===== src/verilog/memAlignPkg.sv =====
package memAlignPkg;

    // cache line geometry
    localparam int lineBytes = 16;

    // TLB shape
    localparam int tlbEntries = 8;
    localparam int tlbIdxBits = 3;
    localparam int vpnBits = 20;
    localparam int pfnBits = 3;

    // frame number followed by vaddr[11:4]
    localparam int lineAddrBits = 11;

    // incoming load/store request
    typedef struct packed {
        logic [31:0]              vAddr;
        logic [lineBytes*8-1:0]   data;
        logic [1:0]               size;
        logic                     write;
    } memReqT;

    // one TLB entry as written through the fill port
    typedef struct packed {
        logic                     valid;
        logic [vpnBits-1:0]       vpn;
        logic [pfnBits-1:0]       pfn;
        logic                     present;
        logic                     writable;
        logic                     uncached;
    } tlbEntryT;

    // split stage result, vAddr1 is the line-aligned next line
    typedef struct packed {
        logic [31:0]              vAddr0;
        logic [31:0]              vAddr1;
        logic [3:0]               offset;
        logic [3:0]               byteCount;
        logic                     needSecond;
        logic [lineBytes*8-1:0]   data;
        logic                     write;
    } splitReqT;

    // translate stage result
    typedef struct packed {
        splitReqT                 split;
        logic [lineAddrBits-1:0]  lineAddr0;
        logic [lineAddrBits-1:0]  lineAddr1;
        logic                     miss;
        logic                     protFault;
        logic                     uncached;
    } xlatReqT;

    // one line access slot
    typedef struct packed {
        logic                     valid;
        logic [lineAddrBits-1:0]  lineAddr;
        logic [lineBytes-1:0]     mask;
        logic [lineBytes*8-1:0]   data;
        logic                     write;
    } lineAccessT;

    // full response
    typedef struct packed {
        lineAccessT               slot0;
        lineAccessT               slot1;
        logic                     miss;
        logic                     protFault;
        logic                     uncached;
    } alignRespT;

endpackage

===== src/verilog/memAlignTop.sv =====
`timescale 1ns/1ns

module memAlignTop import memAlignPkg::*; (
    input  logic                  clk,
    input  logic                  rstN,
    input  logic                  reqValid,
    input  memReqT                req,
    input  logic                  tlbWe,
    input  logic [tlbIdxBits-1:0] tlbIdx,
    input  tlbEntryT              tlbEntry,
    output logic                  respValid,
    output alignRespT             resp
);

    // stage to stage
    logic     splitValid;
    splitReqT split;
    logic     xlatValid;
    xlatReqT  xlat;

    // line-cross detection
    splitStage uSplit (
        .clk        (clk),
        .rstN       (rstN),
        .reqValid   (reqValid),
        .req        (req),
        .splitValid (splitValid),
        .split      (split)
    );

    // TLB lookup for both halves
    translateStage uTranslate (
        .clk        (clk),
        .rstN       (rstN),
        .splitValid (splitValid),
        .split      (split),
        .tlbWe      (tlbWe),
        .tlbIdx     (tlbIdx),
        .tlbEntry   (tlbEntry),
        .xlatValid  (xlatValid),
        .xlat       (xlat)
    );

    // masks and data lanes
    laneAlign uAlign (
        .clk        (clk),
        .rstN       (rstN),
        .xlatValid  (xlatValid),
        .xlat       (xlat),
        .respValid  (respValid),
        .resp       (resp)
    );

endmodule


===== src/verilog/laneAlign.sv =====
`timescale 1ns/1ns

module laneAlign import memAlignPkg::*; (
    input  logic      clk,
    input  logic      rstN,
    input  logic      xlatValid,
    input  xlatReqT   xlat,
    output logic      respValid,
    output alignRespT resp
);

    int                      lastLane;
    logic [3:0]              offset;
    logic [4:0]              backShift;
    logic [lineBytes-1:0]    mask0;
    logic [lineBytes-1:0]    mask1;
    logic [lineBytes*8-1:0]  data0;
    logic [lineBytes*8-1:0]  data1;
    logic                    slotOk;
    alignRespT               respNext;

    // bytes first..last set, lanes outside the line simply drop off
    function automatic logic [lineBytes-1:0] rangeMask(input int first, input int last);
        logic [lineBytes-1:0] m;
        m = '0;
        for (int k = 0; k < lineBytes; k++) begin
            m[k] = (k >= first) && (k <= last);
        end
        return m;
    endfunction

    assign offset = xlat.split.offset;

    // last byte lane, may run past 15 into the next line
    assign lastLane = int'(offset) + int'(xlat.split.byteCount) - 1;

    assign mask0 = rangeMask(int'(offset), lastLane);

    // second line starts at lane 0
    assign mask1 = xlat.split.needSecond ? rangeMask(0, lastLane - lineBytes) : '0;

    // request byte i lands on lane offset + i
    assign data0 = xlat.split.data << {offset, 3'b000};

    // bytes that fell off the first line, back to lane 0
    assign backShift = 5'(lineBytes) - {1'b0, offset};
    assign data1 = xlat.split.data >> {backShift, 3'b000};

    assign slotOk = !xlat.miss && !xlat.protFault;

    always_comb begin
        respNext.slot0.valid = xlatValid && slotOk;
        respNext.slot0.lineAddr = xlat.lineAddr0;
        respNext.slot0.mask = mask0;
        respNext.slot0.data = data0;
        respNext.slot0.write = xlat.split.write;

        respNext.slot1.valid = xlatValid && slotOk && xlat.split.needSecond;
        respNext.slot1.lineAddr = xlat.lineAddr1;
        respNext.slot1.mask = mask1;
        respNext.slot1.data = data1;
        respNext.slot1.write = xlat.split.write;

        respNext.miss = xlat.miss;
        respNext.protFault = xlat.protFault;
        respNext.uncached = xlat.uncached;
    end

    always_ff @(posedge clk) begin
        if (!rstN) begin
            respValid <= 1'b0;
        end else begin
            respValid <= xlatValid;
        end
    end

    always_ff @(posedge clk) begin
        if (xlatValid) begin
            resp <= respNext;
        end
    end

endmodule


===== src/verilog/translateStage.sv =====
`timescale 1ns/1ns

module translateStage import memAlignPkg::*; (
    input  logic                  clk,
    input  logic                  rstN,
    input  logic                  splitValid,
    input  splitReqT              split,
    input  logic                  tlbWe,
    input  logic [tlbIdxBits-1:0] tlbIdx,
    input  tlbEntryT              tlbEntry,
    output logic                  xlatValid,
    output xlatReqT               xlat
);

    tlbEntryT              tlbTable [tlbEntries];

    logic                  hit0;
    logic                  hit1;
    logic [tlbIdxBits-1:0] idx0;
    logic [tlbIdxBits-1:0] idx1;
    tlbEntryT              entry0;
    tlbEntryT              entry1;
    logic                  miss0;
    logic                  miss1;
    logic                  fault0;
    logic                  fault1;
    logic [pfnBits-1:0]    pfn0;
    logic [pfnBits-1:0]    pfn1;
    xlatReqT               xlatNext;

    // fill port, all entries start out invalid
    always_ff @(posedge clk) begin
        if (!rstN) begin
            for (int i = 0; i < tlbEntries; i++) begin
                tlbTable[i] <= '0;
            end
        end else if (tlbWe) begin
            tlbTable[tlbIdx] <= tlbEntry;
        end
    end

    // associative search, returns {hit, index}
    // scanning downward lets the lowest matching index win
    function automatic logic [tlbIdxBits:0] findEntry(input logic [vpnBits-1:0] vpn);
        logic [tlbIdxBits:0] result;
        result = '0;
        for (int i = tlbEntries - 1; i >= 0; i--) begin
            if (tlbTable[i].valid && tlbTable[i].vpn == vpn) begin
                result = {1'b1, tlbIdxBits'(i)};
            end
        end
        return result;
    endfunction

    assign {hit0, idx0} = findEntry(split.vAddr0[31:32-vpnBits]);
    assign {hit1, idx1} = findEntry(split.vAddr1[31:32-vpnBits]);

    assign entry0 = tlbTable[idx0];
    assign entry1 = tlbTable[idx1];

    // second half only matters for a line-crossing access
    assign miss0 = !hit0 || !entry0.present;
    assign miss1 = split.needSecond && (!hit1 || !entry1.present);

    // no fault reported on a half that already missed
    assign fault0 = split.write && !miss0 && !entry0.writable;
    assign fault1 = split.write && split.needSecond && !miss1 && !entry1.writable;

    // a missing half reads as frame 0
    assign pfn0 = hit0 ? entry0.pfn : '0;
    assign pfn1 = hit1 ? entry1.pfn : '0;

    always_comb begin
        xlatNext.split = split;
        xlatNext.lineAddr0 = {pfn0, split.vAddr0[11:4]};
        xlatNext.lineAddr1 = {pfn1, split.vAddr1[11:4]};
        xlatNext.miss = miss0 || miss1;
        xlatNext.protFault = fault0 || fault1;
        xlatNext.uncached = (hit0 && entry0.uncached)
            || (split.needSecond && hit1 && entry1.uncached);
    end

    always_ff @(posedge clk) begin
        if (!rstN) begin
            xlatValid <= 1'b0;
        end else begin
            xlatValid <= splitValid;
        end
    end

    always_ff @(posedge clk) begin
        if (splitValid) begin
            xlat <= xlatNext;
        end
    end

endmodule


===== src/verilog/splitStage.sv =====
`timescale 1ns/1ns

module splitStage import memAlignPkg::*; (
    input  logic     clk,
    input  logic     rstN,
    input  logic     reqValid,
    input  memReqT   req,
    output logic     splitValid,
    output splitReqT split
);

    logic [3:0]  byteCount;
    logic [3:0]  offset;
    logic [4:0]  laneEnd;
    logic [31:0] nextLine;
    splitReqT    splitNext;

    // size code to number of bytes
    always_comb begin
        case (req.size)
            2'd0: begin
                byteCount = 4'd1;
            end
            2'd1: begin
                byteCount = 4'd2;
            end
            2'd2: begin
                byteCount = 4'd4;
            end
            default: begin
                byteCount = 4'd8;
            end
        endcase
    end

    assign offset = req.vAddr[3:0];

    // one past the last byte, counted from the line start
    assign laneEnd = {1'b0, offset} + {1'b0, byteCount};

    // address one line further on
    assign nextLine = req.vAddr + 32'(lineBytes);

    always_comb begin
        splitNext.vAddr0 = req.vAddr;
        splitNext.vAddr1 = {nextLine[31:4], 4'b0000};
        splitNext.offset = offset;
        splitNext.byteCount = byteCount;
        // access spills into the following line
        splitNext.needSecond = laneEnd > 5'(lineBytes);
        splitNext.data = req.data;
        splitNext.write = req.write;
    end

    always_ff @(posedge clk) begin
        if (!rstN) begin
            splitValid <= 1'b0;
        end else begin
            splitValid <= reqValid;
        end
    end

    // payload follows the strobe
    always_ff @(posedge clk) begin
        if (reqValid) begin
            split <= splitNext;
        end
    end

endmodule


===== config.mk =====
export PLATFORM = sky130hd
export DESIGN_NAME = memAlignTop
export DESIGN_NICKNAME = d
export VERILOG_FILES = /design/src/verilog/memAlignPkg.sv /design/src/verilog/memAlignTop.sv /design/src/verilog/laneAlign.sv /design/src/verilog/translateStage.sv /design/src/verilog/splitStage.sv
export SDC_FILE = /design/constraint.sdc
export NUM_CORES = 2
export LEC_CHECK = 0
export BUFFER_PORTS_ARGS = -buffer_cell sky130_fd_sc_hd__buf_2
export CORE_MARGIN = 1.5
export CORE_UTILIZATION = 35
export DETAILED_ROUTE_END_ITERATION = 8
export PLACE_DENSITY = 0.6
export SLEW_MARGIN = 5
export SYNTH_ARGS = -nofsm -noshare
export SYNTH_HDL_FRONTEND = slang
export SYNTH_SLANG_ARGS = --single-unit

===== constraint.sdc =====
create_clock -name clk -period 13.6 [get_ports clk]
set_input_delay 0.68 -clock clk [delete_from_list [all_inputs] [get_ports clk]]
set_output_delay 0.68 -clock clk [all_outputs]
set_load 0.005 [all_outputs]

==> flow_summary.rst <==
.. list-table::
   :header-rows: 1

   * - Metric
     - Value
   * - Status
     - completed
   * - Top-Level Pins
     - about 500
   * - Die width
     - about 360 µm
   * - Area inside the core boundary
     - between 100000 and 150000 µm²
   * - Post-synthesis share of cell area spent on and, or, nand and nor gates
     - roughly 12%
   * - Adder-cell share of the synthesized area
     - less than 1%
   * - CP startpoint kind
     - flop
   * - Net switching component of the power
     - 2100 µW
   * - Number of setup violations in the final report
     - 0
   * - Mean routed wirelength per cell
     - approximately 30 µm
   * - Routability Congestion
     - 0.974
   * - Post-synthesis instance area
     - roughly 44000 µm²
   * - Time the final worst path needs with I/O delays and setup
     - around 5.3 ns
   * - Arrival time reported for the critical path endpoint
     - 5.75 ns
   * - Logic depth of the worst register-to-register path
     - 10
   * - Fmax
     - around 0.19 GHz
   * - Share of synthesized registers carrying an async set or reset
     - 0%
   * - Final worst-path cycle share
     - roughly two fifths
   * - Root Driver
     - sky130_fd_sc_hd__clkbuf_16
   * - Post-CTS setup repair buffer count
     - 0
   * - Routed via count
     - about 32000
   * - Total overflow reported by the global router
     - 0
   * - Commonest cells after routing, fill and taps aside
     - sky130_fd_sc_hd__edfxtp_1, sky130_fd_sc_hd__buf_2, sky130_fd_sc_hd__and2_1
   * - Worst Path Buf+Inv
     - 3
   * - Beginning of the worst hold path
     - req[112]
   * - All-layer global routing usage
     - about a quarter
   * - Static leakage
     - 0.0190 µW
   * - Cells resized by post-CTS repair
     - 0
   * - CTS H-tree lvls
     - 3
   * - Classification of the worst-slack hold path
     - in2reg
   * - Max cap viols
     - 0
   * - Via density per instance
     - a little under 6
   * - Final Core Density
     - about two fifths
   * - Syn-to-layout area delta
     - 16.9%
   * - Slew at the pin with the worst max-slew slack
     - between 1 and 1.5 ns
   * - Vias in the first global route
     - between 30000 and 40000
   * - Worst IR Drop VDD
     - approximately 0.10 mV
   * - Maximum fanout along the worst path
     - just over 70
   * - Clock transition at the registers of the reported paths
     - ~0.060 ns
   * - Post-synthesis net count
     - between 3000 and 4000
   * - Share of power burned in the clock network
     - around two fifths
   * - Largest family of logic cells by synthesized area
     - simple AND/OR/NAND/NOR gates
   * - Startpoint of the lowest-slack register-to-register path
     - uTranslate.xlat[159]
   * - Pwr/cell area
     - about 140 nW/µm²
   * - Synth Area in XOR/XNOR
     - between 7 and 8%
   * - Fraction of the yosys area taken by sequential cells
     - between 60% and 70%
   * - Stages on the worst setup path
     - 10
   * - Wire length of the first global-routing pass
     - about 230 mm
   * - Total power consumption of the routed design
     - 7310 µW
   * - Number of synthesized flops with an enable pin
     - ~890
   * - Cts bufs inserted
     - between 90 and 100
   * - Top flip-flop cell by instance count after synthesis
     - sky130_fd_sc_hd__edfxtp_1
   * - Area used by multi-input combinational logic
     - between 15000 and 20000 µm²
   * - Final Skew
     - about 0.067 ns
   * - Net total in the final layout
     - roughly 4100
   * - 1st-iter DRT viols
     - roughly 4600
   * - Net Sw Frac
     - between 20% and 30%
   * - Total number of clock tree sinks
     - between 800 and 900
   * - Synth cell types
     - 70
   * - Area of the die
     - between 100000 and 150000 µm²
   * - Setup CP Type
     - reg2reg
   * - Most frequent standard cell in the layout excluding fill and tap cells
     - sky130_fd_sc_hd__edfxtp_1
   * - Fillers
     - roughly 12000
   * - Pin count of the biggest net entering global routing
     - 100
   * - Area fraction in compound gates after synthesis
     - approximately 8.3%
   * - Worst relative slew slack
     - 19.1%
   * - TritonCTS clock tree
     - done
   * - Antenna violation net count after detailed routing
     - 0
   * - Combinational Power Share
     - between 10% and 20%
   * - Number of detailed-routing iterations run before antenna repair
     - 6
   * - Sequential Power Share
     - a little under half
   * - Clock latency of the later-clocked register in the worst-skew pair
     - between 0.7 and 0.8 ns
   * - Hold-fix buffer count after cts
     - 0
   * - Post-synthesis area per instance
     - approximately 13 µm²
   * - Routed wire length
     - ~170 mm
   * - Multiplexer share of the synthesized area
     - under 10%
   * - Data required time of the worst path
     - ~14 ns
   * - Family with the most delay on the worst path
     - buffers and inverters
   * - Layout cells sized above 1
     - between 20% and 30%
   * - CP startpoint
     - uTranslate.xlat[159]
   * - Slew Viols, Final
     - 0
   * - Setup repair after global routing missed its margin
     - false
   * - FF/Latch Area
     - about 27000 µm²
   * - Chip height
     - between 300 and 400 µm
   * - Number of warning messages in the yosys log
     - 0
   * - Number of antenna violations at the first check in global routing
     - 37
   * - Worst Hold Path Cells
     - 1
   * - Place WS
     - about 8.4 ns
   * - Crit path setup slack, layout
     - between 8 and 9 ns
   * - Placed wire-length estimate
     - approximately 120 mm
   * - Crit. End Element
     - flop
   * - Port-buffer cells
     - between 500 and 600
   * - Number of hold violations in the final report
     - 0
   * - Site Rows
     - 129
   * - Summed negative setup slack over all endpoints
     - 0 ns
   * - Cell Chain, Critical Path
     - clkinv_2, ha_4, buf_4, buf_4, mux2i_1, nor2_1, a21oi_1, nor2_1, a21oi_1, o22ai_1
   * - CTS Buffer Depth
     - 3
   * - Cell count after synthesis
     - approximately 3400
   * - Maximum cell stage delay along the critical path
     - about 0.97 ns
   * - DRC viols
     - 0
   * - Cell-internal power
     - between 5000 and 6000 µW
   * - Effective utilization at floorplan
     - between 30% and 40%
   * - Critical Path Slowest Stage Cell
     - sky130_fd_sc_hd__ha_4
   * - FF+latch count, synth
     - slightly below 900
-- worst reg2reg max path, stage by stage (launching register included) --
cell and delay, ns:
sky130_fd_sc_hd__edfxtp_1 0.46, sky130_fd_sc_hd__clkinv_2 0.82, sky130_fd_sc_hd__ha_4 1.00, sky130_fd_sc_hd__buf_4 0.74, sky130_fd_sc_hd__buf_4 0.95, sky130_fd_sc_hd__mux2i_1 0.31
sky130_fd_sc_hd__nor2_1 0.07, sky130_fd_sc_hd__a21oi_1 0.28, sky130_fd_sc_hd__nor2_1 0.07, sky130_fd_sc_hd__a21oi_1 0.20, sky130_fd_sc_hd__o22ai_1 0.13
-- worst paths after layout --
check / end / slack (ns)
max: uAlign.resp[13] / 8.29
min: uSplit.split[110] / 0.11
max reg2reg: uAlign.resp[13] / 8.29
min reg2reg: uTranslate.xlat[62] / 0.36
-- cells in the mapped netlist, drive strengths merged, types with 4 or more instances --
library cell  count  area share, %
clkbuf          143            1.2
nand4            83            1.2
and2            260            3.7
and3             46           0.65
xor2            110            2.2
edfxtp          889             61
a211oi           71            1.2
nand2           183            1.6
a21o             13           0.22
inv              23           0.20
nor3b             7           0.12
nand4b            4          0.080
o21a              6           0.10
o21ai            85           0.97
nand3            43           0.49
a221o            25           0.57
nor4             38           0.54
a41oi             4          0.080
mux2             30           0.77
or2              13           0.18
a31o              4          0.080
nor2b            87            1.2
ha               19           0.54
nor2            214            1.8
o211ai            5          0.085
nor3             28           0.33
nor4b             5           0.10
xnor2           244            5.0
a21boi           11           0.19
a21oi           184            2.1
nand2b           13           0.18
mux2i           187            4.3
buf              83            1.1
o22ai           121            1.7
a31oi            39           0.55
mux4             59            3.1
-- per-stage QoR --
stage,cell area [µm²],std cells,hold slack [ns]
2_1_floorplan,44000,3419,0.400
3_3_place_gp,48100,5385,0.401
3_5_place_dp,48100,5385,0.405
4_1_cts,51400,5568,0.0543
5_1_grt,51400,5569,0.0865
6_report,51400,5574,0.111
-- metal layers --
metal | wire length, µm | GRT usage (%) | vias to the layer above
met1 | 68200 | 35.1 | 15849
met2 | 74800 | 39.4 | 2159
met3 | 18000 | 5.35 | 444
met5 | 195 | 0 | -
met4 | 8200 | 11.5 | 28
li1 | - | - | 13690
-- state kept, by name, indices dropped and copies added, names as in the netlist --
signal                cells
uAlign.respValid          1
uSplit.split            194
uSplit.splitValid         1
uTranslate.tlbTable     216
uTranslate.xlat         163
uAlign.resp             316
uTranslate.xlatValid      1
-- kinds of logic after synthesis --
logic type      after synthesis
mux                         276
fa+ha+maj                    21
compound gates              591
buf+inv                     249
xor+xnor                    354
flops                       892
simple gates               1036
-- area by class of cell --
type / instances / share of cell area [%]
diodes: 6 / 0.0292
clock buffers: 115 / 4.98
clock inverters: 68 / 1.52
inverters: 23 / 0.170
multi-input cells: 2278 / 31.6
flip-flops and latches: 892 / 52.1
well taps: 1637 / 3.98
repair buffers: 555 / 5.62
-- power by group through the flow --
stage	Sequential, µW	Clock, µW	Combinational, µW
after floorplan	3370	0	706
after global placement	3490	0	1040
after detailed placement	3500	0	1040
after CTS	3440	2830	1040
after global routing	3450	2930	1140
final	3450	2790	1070
Note: power is estimated with default switching activity, not from simulation.
